==> src/hw/sys_pkg.sv <==
`default_nettype none

package sys_pkg;

	// Low 2 kB offset, upper bits only mirror the RAM
	typedef struct packed {
		logic [4:0]  mirror;
		logic [10:0] offset;
	} ram_view_s;

	// Register block view, 8-byte window repeated through the region
	typedef struct packed {
		logic [2:0] region;
		logic [9:0] mirror;
		logic [2:0] index;
	} reg_view_s;

	// Same CPU address seen by both slaves
	typedef union packed {
		ram_view_s ram_view;
		reg_view_s reg_view;
	} bus_addr_u;

	// Top three address bits, anything else is unmapped
	typedef enum logic [2:0] {
		REGION_RAM = 3'b000,
		REGION_PPU = 3'b001
	} region_e;

	typedef struct packed {
		bus_addr_u  addr;
		logic [7:0] wdata;
		logic       rw;
		logic       ce;
	} bus_req_s;

	typedef struct packed {
		logic       sel;
		logic [7:0] rdata;
	} slave_resp_s;

	// Picture unit register indices
	localparam logic [2:0] PPU_REG_CTRL    = 3'd0;
	localparam logic [2:0] PPU_REG_STATUS  = 3'd2;
	localparam logic [2:0] PPU_REG_OAMADDR = 3'd3;
	localparam logic [2:0] PPU_REG_OAMDATA = 3'd4;

endpackage

`default_nettype wire

==> src/hw/ppu_regs.sv <==
`timescale 1ns/1ps
`default_nettype none

module ppu_regs
	import sys_pkg::*;
#(
	parameter int FRAME_CYCLES  = 64,
	parameter int VBLANK_CYCLES = 16
) (
	input  logic        clkCPU2,
	input  logic        n_reset,
	input  bus_req_s    req,
	output slave_resp_s resp,
	output logic        nmi
);

	localparam int TW = $clog2(FRAME_CYCLES);

	logic [TW-1:0] timer;
	logic          vblank;
	logic          nmi_en;
	logic [7:0]    oam_addr;
	logic [7:0]    oam [256];
	logic [7:0]    rdata_q;
	logic          sel;
	logic [2:0]    index;
	logic          rd;
	logic          wr;

	assign sel = req.addr.reg_view.region == REGION_PPU;
	assign index = req.addr.reg_view.index;
	assign rd = req.ce && sel && req.rw;
	assign wr = req.ce && sel && !req.rw;

	// Frame timer and vblank window
	always_ff @(posedge clkCPU2, negedge n_reset) begin
		if (!n_reset) begin
			timer <= '0;
			vblank <= 1'b0;
		end else if (req.ce) begin
			if (timer == TW'(FRAME_CYCLES - 1))
				timer <= '0;
			else
				timer <= timer + 1'b1;

			if (rd && index == PPU_REG_STATUS)
				vblank <= 1'b0;
			if (timer == TW'(VBLANK_CYCLES - 1))
				vblank <= 1'b0;
			// Start of a new frame wins over a status read in the same cycle
			if (timer == TW'(FRAME_CYCLES - 1))
				vblank <= 1'b1;
		end
	end

	// Control register, only the NMI enable bit is kept
	always_ff @(posedge clkCPU2, negedge n_reset) begin
		if (!n_reset)
			nmi_en <= 1'b0;
		else if (wr && index == PPU_REG_CTRL)
			nmi_en <= req.wdata[7];
	end

	// OAM address, auto-increment on data writes only
	always_ff @(posedge clkCPU2, negedge n_reset) begin
		if (!n_reset)
			oam_addr <= 8'h00;
		else if (wr && index == PPU_REG_OAMADDR)
			oam_addr <= req.wdata;
		else if (wr && index == PPU_REG_OAMDATA)
			oam_addr <= oam_addr + 8'd1;
	end

	always_ff @(posedge clkCPU2) begin
		if (wr && index == PPU_REG_OAMDATA)
			oam[oam_addr] <= req.wdata;
	end

	always_ff @(posedge clkCPU2, negedge n_reset) begin
		if (!n_reset) begin
			rdata_q <= 8'h00;
		end else if (rd) begin
			case (index)
				PPU_REG_STATUS:  rdata_q <= {vblank, 7'b0};
				PPU_REG_OAMDATA: rdata_q <= oam[oam_addr];
				default:         rdata_q <= 8'h00;
			endcase
		end
	end

	assign resp.sel = sel;
	assign resp.rdata = rdata_q;
	assign nmi = vblank & nmi_en;

endmodule

`default_nettype wire

==> config.mk <==
export PLATFORM = sky130hd
export DESIGN_NAME = ppu_regs
export DESIGN_NICKNAME = d
export VERILOG_FILES = /design/src/hw/sys_pkg.sv /design/src/hw/ppu_regs.sv
export SDC_FILE = /design/constraint.sdc
export NUM_CORES = 2
export LEC_CHECK = 0
export ABC_AREA = 1
export BUFFER_PORTS_ARGS = -buffer_cell sky130_fd_sc_hd__buf_4
export CAP_MARGIN = 15
export CORE_MARGIN = 4
export CORE_UTILIZATION = 30
export CTS_CLUSTER_SIZE = 30
export DETAILED_ROUTE_END_ITERATION = 10
export HOLD_SLACK_MARGIN = 0.06
export SYNTH_ARGS = -nofsm -noshare
export SYNTH_HDL_FRONTEND = slang
export SYNTH_SLANG_ARGS = --single-unit
==> constraint.sdc <==
create_clock -name clkCPU2 -period 2.65 [get_ports clkCPU2]
set_input_delay 0.53 -clock clkCPU2 [delete_from_list [all_inputs] [get_ports clkCPU2]]
set_output_delay 0.53 -clock clkCPU2 [all_outputs]
set_load 0.01 [all_outputs]
-- After elaboration in Yosys (flattened, before gate mapping)
Memory sizes are Yosys's and may differ from the RTL's.
Cells that the tools add are included.
- flip-flop bits (word level): 24
- bits in writable memories: 2048
- word-level logic and storage cells: 36
- memories kept: 1
- $add $sub $neg: 2
- equality and inequality tests: 6
- muxes and demuxes: 9
- bitwise gates (word level): 1
- reductions and logical operators: 12
- memory list (memory ; words ; width ; read ports ; clocked after memory_dff ; wr ports ; RTL line ; source):
    oam ; 256 ; 8 ; 1 ; 0 ; 1 ; ppu_regs.sv:23 ; logic [7:0] oam [256];
- operator list (operator ; count):
    $mux W8 ; 2
    $pmux W8 S2 ; 1
    $add A8 B1 Y8 const B ; 1
    $logic_and A1 B1 Y1 ; 7
    $add A6 B1 Y6 const B ; 1
    $eq A3 B2 Y1 const B ; 2
    $eq A6 B4 Y1 const B ; 1
    $eq A6 B6 Y1 const B ; 1
    $mux W6 ; 1
    $mux W1 ; 5
    $eq A3 B1 Y1 const B ; 1
    $eq A3 B3 Y1 const B ; 1
    $logic_not A3 Y1 ; 1
    $reduce_bool A3 Y1 ; 1
    $reduce_and A2 Y1 ; 1
    $reduce_bool A2 Y1 ; 1
    $and A1 B1 Y1 ; 1
    $logic_not A1 Y1 ; 1

-- Depth between registers and ports, before layout
- word-level depth: 7
- mapped depth: 19
- mapped depth without buffers: 15

-- Worst setup path before layout
No wires, ideal clock.
- path type: register -> register
- start: register oam_addr[1]
- end: memory oam[148][0] (enable)
- data arrival time: 2237 ps
- slack: 42 ps
- stages on the path, launching flop included: 10
- path buffers: 5
- cell sequence: dfrtp_1 -> buf_2 -> clkinv_1 -> buf_2 -> buf_2 -> buf_1 -> ha_1 -> nand2_1 -> clkbuf_1 -> nor2_1
- RTL lines (what ; RTL line ; source):
    from (decl) ; ppu_regs.sv:22 ; logic [7:0] oam_addr;
    from (signal assigned) ; ppu_regs.sv:69 ; oam_addr <= req.wdata;
    from (signal assigned) ; ppu_regs.sv:71 ; oam_addr <= oam_addr + 8'd1;
    to (decl) ; ppu_regs.sv:23 ;
No word-level cell before the write port.

-- Worst setup path after layout
- start: register oam_addr[0]
- end: register rdata_q[0]
- longest elaborated chain between the ends: 2
- ends and longest elaborated chain (what ; RTL line ; source):
    $mem_v2 Z256 W8 ; n/a ;
    $pmux W8 S2 ; ppu_regs.sv:83 ; case (index)
    to (signal assigned) ; ppu_regs.sv:84 ; PPU_REG_STATUS: rdata_q <= {vblank, 7'b0};
    to (signal assigned) ; ppu_regs.sv:85 ; PPU_REG_OAMDATA: rdata_q <= oam[oam_addr];
    to (decl) ; ppu_regs.sv:24 ; logic [7:0] rdata_q;
No other way between the ends.
A chain may end at the register's enable or synchronous reset.

==> qor.csv <==
stage,metric,value,unit
synthesis,Post-Synth Simple-Gate Area,18.1,%
routing,drt via density,4.79,
synthesis,Synth warnings,0,
synthesis,"top cells by area, synth","edfxtp_1 72%, nand2_1 9.8%, nor2_1 7.5%",
synthesis,Netlist cell types,33,
routing,routed len/inst,19.9,um
final_layout,synth-to-layout area growth,22.8,%
critical_path,R2R depth,19,
floorplanning,Site Rows,195,
placement,# port buffers,27,
synthesis,mean post-synth cell area,10.9,um2
pwr,worst ir drop on vdd,0.558,mV
floorplanning,width of the die,542,um
clock_network,clk_lat worst skew,860,ps
critical_path,nature of the critical path startpoint,flip-flop,
grt,pin count of the biggest net entering global routing,86,
critical_path,Worst Path Max Fanout,17,
critical_path,end of the critical path,rdata_q[0],
timing,setup ws final,-72.5,ps
timing,max-slew violation count,0,
synthesis,post-synthesis mux area share,0.0131,%
critical_path,r2r startpoint,oam_addr[0],
placement,DP Cell Count,12000,
placement,routability cong.,0.870,
floorplanning,Core Footprint,283000,um2
timing,Highest Clock Rate,367,MHz
timing,Tightest Pin Transition,831,ps
critical_path,R2R Setup Slk,-70,ps
floorplanning,I/O pins,38,
synthesis,"flops & latches, synth",2072,
timing,final setup TNS,-281,ps
run_status,failing checks,negative setup slack,
routing,via count,59600,
grt,GRT Util Overall,16.2,%
synthesis,Syn Std Cell Area,85700,um2
timing,Hold Fails Final Rpt,0,
clock_network,CTS tree,done,
pwr,Final Total Pwr,81.4,mW
pwr,Static Leak,39.7,nW
placement,DP Worst Slack,-424,ps
run_status,status,"finished, violations left",
final_layout,"most common cell after layout, fill and taps aside",nand2_1,
pwr,Pwr Density,773,nW/um2
grt,vias in the first global route,57200,
final_layout,most frequent cells in the layout,"2174 x nand2_1, 2048 x edfxtp_1, 1638 x nor2_1",
timing,final clock period utilization by the worst path,103,%
worst_hold_path,Hold Path Class,input port to flip-flop,
synthesis,Mapped Nets,7904,
timing,Slew Limit Headroom,44.6,%
final_layout,Layout Utilization,37.2,%
timing,Final Skew,29.0,ps
grt,"Remaining Overflow, GRT",0,
final_layout,layout cells sized above 1,15.5,%
critical_path,CP Launch Point,oam_addr[0],
timing,Tmin final,2720,ps
synthesis,post-synth top area share,71.8,%
job,Max Cap Viol,0,
routing,Post-Route WL,247000,um
clock_network,total CTS buffers,213,
clock_network,"Reg clk slew, reported paths",60,ps
critical_path,Worst R2R End,rdata_q[0],
placement,DPL Wire Length,149000,um
critical_path,CP Class,flip-flop to flip-flop,
routing,DR iter-0 viols,6125,
synthesis,register area share after synthesis,72.5,%
clock_network,Root Buffer,clkbuf_16,
grt,first-pass GRT wire length,364000,um
synthesis,Synth Area in Adders,0.0730,%
floorplanning,Initial Util,30.2,%
critical_path,CP Capture Type,flip-flop,
clock_network,clock buffer depth,3,
synthesis,largest family of logic cells by synthesized area,simple AND/OR/NAND/NOR gates,
synthesis,Synth Area in Compound Gates,5.88,%
critical_path,CP arrival,3460,ps
floorplanning,die area,294000,um2
clock_network,H-tree Lvls,4,
critical_path,critical path required time,3390,ps
routing,Detail Route Antenna Nets,0,
final_layout,non-filler instance count after layout,12400,
clock_network,CTS sink cnt,2072,
synthesis,Syn Inst Count,7871,
final_layout,fin nets,8546,
timing,unrepaired setup endpoints after global routing,yes,
synthesis,xor and xnor area share after synthesis,0.0409,%
timing,Finish-stage setup viols,7,
grt,initial antenna violation count,7,
floorplanning,die height,542,um
synthesis,leading area contributor after synthesis,edfxtp_1,
routing,first-pass detailed-route iteration total,8,
routing,number of remaining DRC errors,0,
==> worst max-delay path: stages, from the launching register on <==
cell and delay [ps]:
dfrtp_4 500, buf_12 180, buf_12 170, buf_12 160, buf_16 160, buf_4 130
nor2_1 90, nor2_1 40, o21ai_0 60, nand2_1 80, nand2_1 150, nand2_1 70
o21ai_1 230, nand2_2 80, nor2_2 90, nor2_1 40, nor2_1 150, nand2_1 70
nand2_1 60, nand2_1 60
==> metrics by stage <==
step	instance area (um2)	hold WS, ps
after floorplan	85700	234
after global routing	105000	97.3
after CTS	105000	65.2
final	105000	111
after detailed placement	96300	489
after global placement	96300	480
==> where the power goes <==
part           total (mW)  switching [mW]  internal (mW)
clock                29.4            12.6           16.8
sequential           36.2          0.0942           36.1
combinational        15.8            10.1           5.72
==> flip-flops by register name (all words and copies together), names as in the netlist <==
name / flops
oam_addr: 8
nmi_en: 1
rdata_q: 8
timer: 6
vblank: 1
oam: 2048
==> cell families (layout without fill, tap and decap cells) <==
group	after synthesis	after routing
AO/OA/AOI/OAI	994	994
flip-flops	2072	2072
other	0	2
adder cells (fa/ha/maj)	5	5
multiplexers	1	1
buffers and inverters	718	1534
XOR/XNOR	4	4
AND/OR/NAND/NOR	4077	4077
==> cell usage after synthesis (all sizes together) <==
library cell,number
a22oi,1
a221oi,1
a21oi,6
ha,5
o21bai,1
o41ai,1
clkinv,2
o2111ai,1
dfrtp,24
nor2,1717
nor4,1
o211ai,2
nand3,110
clkbuf,212
nor3b,2
nand2,2233
mux2,1
buf,230
nand4,9
xor2,4
edfxtp,2048
inv,274
o21ai,952
or4,1
o22ai,28
a32o,1
nor3,4
==> metal layers <==
metal / GRT usage (%) / wire [um] / up-vias / share of wire (%)
met3: 2.65 / 19100 / 398 / 7.7
met4: 5.42 / 8060 / 2 / 3.3
met5: 0 / 6 / - / 0.0024
li1: - / - / 27800 / -
met1: 21.9 / 104000 / 29100 / 42
met2: 26.4 / 116000 / 2268 / 47
==> how the worst min path moves through the flow <==
stage,from,slack (ps),to,depth (start not counted)
floorplan,n_reset,230,nmi_en,0
global placement,n_reset,480,timer[0],1
detailed placement,n_reset,490,timer[0],1
CTS,req[6],70,oam[86][4],1
global route,req[6],100,oam[85][4],1
finish,req[6],110,oam[85][4],1
==> what timing repair did <==
| item | CTS | global route |
|---|---|---|
| setup buffers | 16 | 17 |
| pin swaps | 40 | 63 |
| resized for setup | 160 | 163 |
| endpoints found under the setup margin | 964 | 145 |
| hold buffers | 8 | 0 |
| gates cloned | 22 | 7 |
| hold endpoints to repair | 58 | 0 |
==> layout make-up <==
cell class | count | area, um2
inverters | 276 | 1080
clock buffers | 273 | 5610
flip-flops and latches | 2072 | 62100
fillers | 27000 | 178000
repair inverters | 1 | 11.3
well taps | 3743 | 4680
clock inverters | 116 | 1200
diodes | 2 | 5.00
repair buffers | 868 | 9300
multi-input cells | 5081 | 21300
No activity file was read; power rests on OpenSTA's default activity.
