--- src/hw/sys_pkg.sv ---
`default_nettype none

package sys_pkg;

	// Low 2 kB offset, upper bits only mirror the RAM
	typedef struct packed {
		logic [4:0]  mirror;
		logic [10:0] offset;
	} ram_view_s;

	// Register block view, 8-byte window repeated through the region
	typedef struct packed {
		logic [2:0] region;
		logic [9:0] mirror;
		logic [2:0] index;
	} reg_view_s;

	// Same CPU address seen by both slaves
	typedef union packed {
		ram_view_s ram_view;
		reg_view_s reg_view;
	} bus_addr_u;

	// Top three address bits, anything else is unmapped
	typedef enum logic [2:0] {
		REGION_RAM = 3'b000,
		REGION_PPU = 3'b001
	} region_e;

	typedef struct packed {
		bus_addr_u  addr;
		logic [7:0] wdata;
		logic       rw;
		logic       ce;
	} bus_req_s;

	typedef struct packed {
		logic       sel;
		logic [7:0] rdata;
	} slave_resp_s;

	// Picture unit register indices
	localparam logic [2:0] PPU_REG_CTRL    = 3'd0;
	localparam logic [2:0] PPU_REG_STATUS  = 3'd2;
	localparam logic [2:0] PPU_REG_OAMADDR = 3'd3;
	localparam logic [2:0] PPU_REG_OAMDATA = 3'd4;

endpackage

`default_nettype wire

--- src/hw/bus_merge.sv ---
`timescale 1ns/1ps
`default_nettype none

module bus_merge
	import sys_pkg::*;
(
	input  logic        clkCPU2,
	input  logic        n_reset,
	input  bus_req_s    req,
	input  slave_resp_s ram_resp,
	input  slave_resp_s ppu_resp,
	output logic [7:0]  sys_rdata,
	output logic        sys_rdy
);

	logic       xfer_q;
	logic       wr_q;
	logic [7:0] wdata_q;
	logic       src_ram;
	logic       src_ppu;
	logic [7:0] open_bus;

	// Mapped whenever the region decodes to a slave
	assign sys_rdy = req.addr.reg_view.region == REGION_RAM ||
		req.addr.reg_view.region == REGION_PPU;

	// Remember the transfer so the latch follows one cycle later
	always_ff @(posedge clkCPU2, negedge n_reset) begin
		if (!n_reset) begin
			xfer_q <= 1'b0;
			wr_q <= 1'b0;
			src_ram <= 1'b0;
			src_ppu <= 1'b0;
		end else begin
			xfer_q <= req.ce;
			if (req.ce) begin
				wr_q <= !req.rw;
				// Source only changes on reads, so read data holds
				if (req.rw) begin
					src_ram <= ram_resp.sel;
					src_ppu <= ppu_resp.sel;
				end
			end
		end
	end

	always_ff @(posedge clkCPU2) begin
		if (req.ce)
			wdata_q <= req.wdata;
	end

	always_comb begin
		if (src_ram)
			sys_rdata = ram_resp.rdata;
		else if (src_ppu)
			sys_rdata = ppu_resp.rdata;
		else
			sys_rdata = open_bus;
	end

	// Last value seen on the bus, for unmapped reads
	always_ff @(posedge clkCPU2, negedge n_reset) begin
		if (!n_reset)
			open_bus <= 8'h00;
		else if (xfer_q)
			open_bus <= wr_q ? wdata_q : sys_rdata;
	end

endmodule

`default_nettype wire

--- config.mk ---
export PLATFORM = sky130hd
export DESIGN_NAME = bus_merge
export DESIGN_NICKNAME = d
export VERILOG_FILES = /design/src/hw/sys_pkg.sv /design/src/hw/bus_merge.sv
export SDC_FILE = /design/constraint.sdc
export NUM_CORES = 1
export LEC_CHECK = 0
export ABC_AREA = 1
export ABC_CLOCK_PERIOD_IN_PS = 1260
export BUFFER_PORTS_ARGS = -buffer_cell sky130_fd_sc_hd__buf_2
export CORE_ASPECT_RATIO = 1.4
export CORE_MARGIN = 1
export CORE_UTILIZATION = 45
export DETAILED_ROUTE_END_ITERATION = 12
export GPL_ROUTABILITY_DRIVEN = 0
export PLACE_DENSITY = 0.78
export SLEW_MARGIN = 20
export SYNTH_ARGS = -nofsm -noshare
export SYNTH_HDL_FRONTEND = slang
export SYNTH_SLANG_ARGS = --single-unit
export TNS_END_PERCENT = 20
--- constraint.sdc ---
create_clock -name clkCPU2 -period 1.26 [get_ports clkCPU2]
set_input_delay 0.126 -clock clkCPU2 [delete_from_list [all_inputs] [get_ports clkCPU2]]
set_output_delay 0.126 -clock clkCPU2 [all_outputs]
set_load 0.02 [all_outputs]
# Word-level counts from Yosys, hierarchy flattened
# Index checks and enable logic that the tools add are counted.
dict set report word_totals {
  regBits 20
  latch_bits 0
  ramBits 0
  romBits 0
  input_bits 46
  n_memories 0
}
dict set report op_classes {
  add_sub_neg 0
  multipliers 0
  n_div 0
  order_cmp 0
  n_eq_ne 1
  shifts 0
  n_mux 3
  bitwise_logic 0
  n_reduce_logical 4
}
# op count
set ops {}
lappend ops {{$mux W8} 3}
lappend ops {{$eq A3 B1 Y1 const B} 1}
lappend ops {{$logic_not A3 Y1} 1}
lappend ops {{$reduce_and A2 Y1} 1}
lappend ops {{$logic_not A1 Y1} 1}
lappend ops {{$logic_or A1 B1 Y1} 1}

# Logic depth before layout (Yosys ltp)
# Gate-level depths: netlist of the first run.
dict set report depth {
  ltp_word 3
  mapped_depth 7
}

# Worst setup path before layout of the first run
# OpenSTA, ideal clock, no wires.
dict set report synth_timing {
  path_kind {reg2out}
  from {reg src_ram}
  to {out sys_rdata[0]}
  arrival_ns 0.833
  required_ns 1.134
  path_slack_ns 0.301
  path_stages_with_launch 5
  n_path_buf 1
  cell_sequence {dfrtp_1 > buf_4 > inv_8 > nand3_2 > nand2_1}
}
dict set report synth_between {
  elab_chain_cells 1
}
# element line
set synth_rtl {}
lappend synth_rtl {{start, declared} bus_merge.sv:19} ;# logic src_ram;
lappend synth_rtl {{start signal, assigned} bus_merge.sv:40} ;# src_ram <= ram_resp.sel;
lappend synth_rtl {{$mux W8} bus_merge.sv:53} ;# if (src_ram)
lappend synth_rtl {{end, declared} bus_merge.sv:12} ;# output logic [7:0] sys_rdata,
# No other way between the ends.

# Worst setup path in the final report of the first run
dict set report layout_timing {
  from {reg src_ppu}
  to {out sys_rdata[2]}
}
dict set report layout_between {
  elab_chain_cells 2
}
# element line
set layout_rtl {}
lappend layout_rtl {{start, declared} bus_merge.sv:20} ;# logic src_ppu;
lappend layout_rtl {{start signal, assigned} bus_merge.sv:41} ;# src_ppu <= ppu_resp.sel;
lappend layout_rtl {{$mux W8} bus_merge.sv:55} ;# else if (src_ppu)
lappend layout_rtl {{$mux W8} bus_merge.sv:53}
# No other way between the ends.

==> results of run 1 <==
[per-stage QoR]
step	area [um2]	setup WS, ns	power [W]	hold WS, ns
global placement	1350	0.0818	0.00126	0.00930
finish	1550	-0.144	0.00166	0.0581
global route	1550	-0.224	0.00177	0.0666
detailed placement	1350	0.0499	0.00128	0.0126
CTS	1520	-0.146	0.00165	0.00150
floorplan	1140	0.301	0.00116	-0.170
[registers in the layout, indices dropped and copies added, names as in the netlist]
signal	flops
open_bus	8
src_ppu	1
src_ram	1
wdata_q	8
wr_q	1
xfer_q	1
[area by class of cell]
class                   count  area [um2]  share of cell area
clock inverters             1        3.75             0.00243
repair buffers             52         348               0.225
multi-input cells          95         495               0.321
flip-flops and latches     20         543               0.351
well taps                  34        42.5              0.0275
clock buffers               3        22.5              0.0146
inverters                  20        90.1              0.0583
[path summary, 6_finish.rpt]
path / from / to / slack (ns) / cells after the start
worst min register to register: open_bus[7]$_DFFE_PN0P_ / open_bus[7]$_DFFE_PN0P_ / 0.49 / 2
max in group asynchronous: n_reset / src_ram$_DFFE_PN0P_ / 0.80 / 2
worst max register to register: src_ppu$_DFFE_PN0P_ / open_bus[2]$_DFFE_PN0P_ / 0.07 / 7
worst min-delay path: req[0] / xfer_q$_DFF_PN0_ / 0.06 / 1
worst max-delay path: src_ppu$_DFFE_PN0P_ / sys_rdata[2] / -0.14 / 5
min in group asynchronous: n_reset / open_bus[3]$_DFFE_PN0P_ / 0.22 / 2
[worst max-delay path, delay by kind of cell (launching register included)]
family | cells | cell delay (ns)
buffers and inverters | 2 | 0.28
flip-flops | 1 | 0.50
AND/OR/NAND/NOR | 3 | 0.21
[cell usage after synthesis, drive strengths merged]
cell type,count
a21oi,2
clkbuf,1
o21a,1
edfxtp,8
nand2,57
inv,20
buf,3
dfrtp,12
nand3,16
nor2,19
[power by group through the flow]
stage,Combinational (W),Sequential [W],Clock [W]
CTS,0.000542,0.000807,0.000303
floorplan,0.000368,0.000788,0
global placement,0.000443,0.000818,0
global route,0.000616,0.000818,0.000333
finish,0.000557,0.000807,0.000293
detailed placement,0.000456,0.000822,0
[cell families after synthesis]
| kind of cell | share of synthesized area |
|---|---|
| AO/OA/AOI/OAI | 0.0154 |
| buffers and inverters | 0.112 |
| flip-flops | 0.474 |
| AND/OR/NAND/NOR | 0.399 |
[metal layers]
metal	vias up	part of all wire
met4	0	0.026
met5	-	0
met2	35	0.55
li1	528	-
met3	6	0.042
met1	455	0.38
[timing repair]
action | CTS | global route
pin swaps | 11 | 0
hold endpoints to repair | 19 | 1
setup endpoints to repair | 8 | 8
hold buffers | 8 | 1
resized for setup | 19 | 5
buffers inserted | 3 | 0
==> out/metrics.csv, run 1 <==
metric,value,unit
status,"complete, but fails checks",
violations in the final reports,setup timing,
pin count of the biggest net entering global routing,17,
fraction of post-synthesis cell area in the top cell type by area,0.263,
upper clock frequency limit,712,MHz
number of design rule violations left after detail routing,0,
die extent in y,61.6,um
"leading cell type in the layout, fill and taps excluded",sky130_fd_sc_hd__nand2_1,
number of buffers created by CTS,3,
die footprint,0.00274,mm2
post-synthesis area per instance,8.21,um2
Crit path arrival time,1.28,ns
part of the power in registers,0.487,
GRT overflow,0,
number of instances in the synthesized netlist,139,
top post-synthesis cells by area,"sky130_fd_sc_hd__dfrtp_1, sky130_fd_sc_hd__edfxtp_1, sky130_fd_sc_hd__nand2_1, sky130_fd_sc_hd__nand3_2, sky130_fd_sc_hd__nor2_1",
Final Skew,0.00959,ns
Layout fillers,209,
routing usage on met3,0.0117,
Setup crit end kind,output pin,
sequential cell area fraction in the yosys report,0.474,
TNS Setup,-0.961,ns
max-slew violation count,0,
switching power of the nets,0.000545,W
Via Count,1024,
number of warnings reported in the yosys synthesis log,0,
switching part of the total power,0.329,
kind of critical path,reg -> out,
Routed wire per std cell,9.67,um
Max VDD drop,0.000798,V
Netlist Area Pre-Place,0.00114,mm2
initial antenna violation count,0,
number of nets at the end of the flow,238,
Setup crit start kind,register,
post-detailed-routing wire length,2180,um
CTS sink count,20,
part of the total power dissipated in the clock network,0.177,
Cells after DPL,209,
TritonCTS clock tree,yes,
Port Buffers,40,
number of setup violations in the final report,8,
global-route track usage on met1,0.191,
met2 routing resource usage after global routing,0.319,
final core area utilization,0.646,
Crit-path slowest cell,sky130_fd_sc_hd__dfrtp_2,
number of placed I/O pins,55,
wire length of the first global-routing pass,3550,um
final std cells w/o fill,225,
Final Critical Period,1.40,ns
remaining antenna violation count,0,
grt peak-use layer,met2,
remaining max-slew budget at the tightest pin,0.718,
PnR worst setup slack,-0.144,ns
horizontal die dimension,44.6,um
Critical Path RT,1.13,ns
highest-count cells in the layout ignoring fill and taps,"sky130_fd_sc_hd__nand2_1, sky130_fd_sc_hd__buf_2, sky130_fd_sc_hd__nor2_1",
path category of the worst min-delay check,in -> reg,
HPWL Detailed,1540,um
combinational share of power,0.336,
clock-pin slew of the registers on the worst-case setup and hold paths,0.11,ns
core region area,0.00239,mm2
detail-routed via count per cell,4.55,
unrepaired setup endpoints after global routing,true,
count of maximum capacitance violations,0,
cells along the critical path,buf_6 > nand2_2 > nand3_2 > nand2_2 > buf_6,
Layout area overhead,35.4,%
Clock Latency Late Sink,0.29,ns
cell-internal power,0.00111,W
leakage component of the power,0.823,nW
maximum root-to-sink buffer count,2,
global-route usage over all layers,0.173,
maximum net fanout on the critical path,6,
Rows,21,
final hold violation count,0,
total of flip-flops plus latches after synthesis,20,
number of nets produced by synthesis,185,
initial cell density of the core,0.477,
antenna diode count,0,
DRT iter0 DRCs,17,
largest area contributor in the synthesized netlist,sky130_fd_sc_hd__dfrtp_1,
CTS root buffer,sky130_fd_sc_hd__clkbuf_4,
proportion of layout cells with a drive suffix above 1,0.419,
vias in the first global route,940,
synth unique cells,16,
transition at the pin with the smallest max-transition slack,0.423,ns
CP max stage delay,0.50,ns
first-pass detailed-route iteration total,4,
Power per Cell Area,1070,mW/mm2
period utilisation layout,1.11,
number of levels in the clock H-tree,1,
(Power assumes the default switching activity.)
==> inputs of run 2 (changes only) <==
--- a/config.mk
+++ b/config.mk
@@ -6,7 +6,7 @@
 export NUM_CORES = 1
 export LEC_CHECK = 0
 export ABC_AREA = 1
-export ABC_CLOCK_PERIOD_IN_PS = 1260
+export ABC_CLOCK_PERIOD_IN_PS = 1400
 export BUFFER_PORTS_ARGS = -buffer_cell sky130_fd_sc_hd__buf_2
 export CORE_ASPECT_RATIO = 1.4
 export CORE_MARGIN = 1
==> constraint.sdc (replaced) <==
create_clock -name clkCPU2 -period 1.4 [get_ports clkCPU2]
set_input_delay 0.14 -clock clkCPU2 [delete_from_list [all_inputs] [get_ports clkCPU2]]
set_output_delay 0.14 -clock clkCPU2 [all_outputs]
set_load 0.02 [all_outputs]
==> out/metrics.csv, run 2 (synthesized netlist as in run 1, its figures left out) <==
metric,value,unit,change
unrepaired setup endpoints after global routing,true,,
wire length of the first global-routing pass,3120,um,-12%
core region area,0.00239,mm2,unchanged
die extent in y,61.6,um,unchanged
upper clock frequency limit,722,MHz,
period utilisation layout,0.989,,
GRT overflow,0,,unchanged
highest-count cells in the layout ignoring fill and taps,"sky130_fd_sc_hd__nand2_1, sky130_fd_sc_hd__buf_2, sky130_fd_sc_hd__nor2_1",,
horizontal die dimension,44.6,um,unchanged
Max VDD drop,0.000675,V,-15%
number of nets at the end of the flow,234,,-1.7%
remaining antenna violation count,0,,unchanged
DRT iter0 DRCs,21,,+4
global-route usage over all layers,0.151,,-0.0212
Crit-path slowest cell,sky130_fd_sc_hd__dfrtp_2,,
"Non-Filler Cell Area, Final",0.00154,mm2,-0.57%
Layout fillers,213,,+1.9%
CTS root buffer,sky130_fd_sc_hd__clkbuf_4,,
TritonCTS clock tree,yes,,
Post-Place Cell Area,0.00135,mm2,unchanged
clock-pin slew of the registers on the worst-case setup and hold paths,0.10,ns,about the same
Setup crit start kind,register,,
initial antenna violation count,0,,unchanged
Final Skew,0.00370,ns,-0.00589 ns
global-route track usage on met1,0.182,,-0.00840
post-detailed-routing wire length,2210,um,+1.7%
max-slew violation count,0,,unchanged
CP max stage delay,0.44,ns,-0.06 ns
pin count of the biggest net entering global routing,17,,unchanged
routing usage on met3,0.00880,,-0.00293
maximum net fanout on the critical path,6,,unchanged
final hold violation count,0,,unchanged
Via Count,1017,,-0.68%
Rows,21,,unchanged
path category of the worst min-delay check,in -> reg,,
leakage component of the power,0.824,nW,about the same
detail-routed via count per cell,4.60,,+1.1%
Final Critical Period,1.38,ns,
Design Power,0.00153,W,-7.5%
met2 routing resource usage after global routing,0.271,,-0.0483
Port Buffers,40,,unchanged
remaining max-slew budget at the tightest pin,0.706,,-0.0118
transition at the pin with the smallest max-transition slack,0.441,ns,+0.0177 ns
cells along the critical path,buf_12 > nand2_1 > nand3_2 > nand2_2 > buf_6,,
die footprint,0.00274,mm2,unchanged
first-pass detailed-route iteration total,4,,unchanged
Crit path arrival time,1.24,ns,-0.04 ns
count of maximum capacitance violations,0,,unchanged
number of levels in the clock H-tree,1,,unchanged
Critical Path RT,1.26,ns,+0.13 ns
"leading cell type in the layout, fill and taps excluded",sky130_fd_sc_hd__nand2_1,,
status,"finished, final reports clean",,
vias in the first global route,803,,-15%
Routed wire per std cell,10.0,um,+3.5%
Power per Cell Area,998,mW/mm2,-6.9%
Layout area overhead,34.6,%,
number of buffers created by CTS,3,,unchanged
proportion of layout cells with a drive suffix above 1,0.455,,+0.0357
Clock Latency Late Sink,0.28,ns,about the same
maximum root-to-sink buffer count,2,,unchanged
number of design rule violations left after detail routing,0,,unchanged
Setup crit end kind,output pin,,
number of setup violations in the final report,0,,-8
number of placed I/O pins,55,,unchanged
antenna diode count,0,,unchanged
CTS sink count,20,,unchanged
initial cell density of the core,0.477,,unchanged
HPWL Detailed,1520,um,-1.3%
registers with the most flip-flops,"open_bus: 8 flops, wdata_q: 8 flops",,
grt peak-use layer,met2,,
kind of critical path,reg -> out,,
Final Hold Slack,0.0226,ns,-0.0355 ns
[run 2: final timing paths]
| path | start | end | slack (ns) | cells past startpoint |
|---|---|---|---|---|
| max | src_ppu$_DFFE_PN0P_ | sys_rdata[4] | 0.02 | 5 |
| min | req[8] | wdata_q[6]$_DFFE_PP_ | 0.02 | 1 |
| max reg2reg | src_ppu$_DFFE_PN0P_ | open_bus[7]$_DFFE_PN0P_ | 0.25 | 8 |
| min reg2reg | open_bus[4]$_DFFE_PN0P_ | open_bus[4]$_DFFE_PN0P_ | 0.49 | 2 |
| max in group asynchronous | n_reset | src_ram$_DFFE_PN0P_ | 0.94 | 2 |
| min in group asynchronous | n_reset | wr_q$_DFFE_PN0P_ | 0.24 | 2 |
[run 2: layout make-up]
class                      count  area [um2]  share of cell area
clock buffer                   3        22.5              0.0147
clock inverter                 1        3.75             0.00244
inverter                      20        95.1              0.0619
multi-input combinational     95         503               0.327
sequential                    20         543               0.353
tap                           34        42.5              0.0277
timing repair buffer          47         315               0.205
timing repair inverter         1        11.3             0.00733
[run 2: critical path: cells and delay by family (launching register included)]
family	cells	cell delay (ns)
flops	1	0.44
buf+inv	2	0.26
simple gates	3	0.25
[run 2: routing by layer]
| layer | share of wire | up-vias |
|---|---|---|
| met5 | 0 | - |
| met4 | 0.017 | 0 |
| met3 | 0.043 | 4 |
| met2 | 0.54 | 33 |
| met1 | 0.40 | 458 |
| li1 | - | 522 |
[run 2: repair_timing]
item / in CTS / in global routing
resized for setup: 2 / 32
gates cloned: 0 / 1
endpoints found under the hold margin: 12 / 0
setup endpoints to repair: 8 / 8
pin swaps: 0 / 3
hold buffers: 1 / 0
buffers inserted: 0 / 6
[run 2: metrics by stage]
step,TNS (ns),setup slack [ns],utilization,instances
after global placement,0,0.207,0.563,209
after CTS,-0.0117,-0.0117,0.579,214
final,0,0.0153,0.643,221
after global routing,-0.201,-0.0383,0.643,221
after floorplan,0,0.427,-,139
after detailed placement,0,0.197,0.563,209
[run 2: report_power, final]
group	leakage, nW	total [W]	internal (W)	switching (W)
combinational	0.591	0.000562	0.000247	0.000315
sequential	0.217	0.000713	0.000677	0.0000358
clock	0.0154	0.000258	0.000103	0.000154
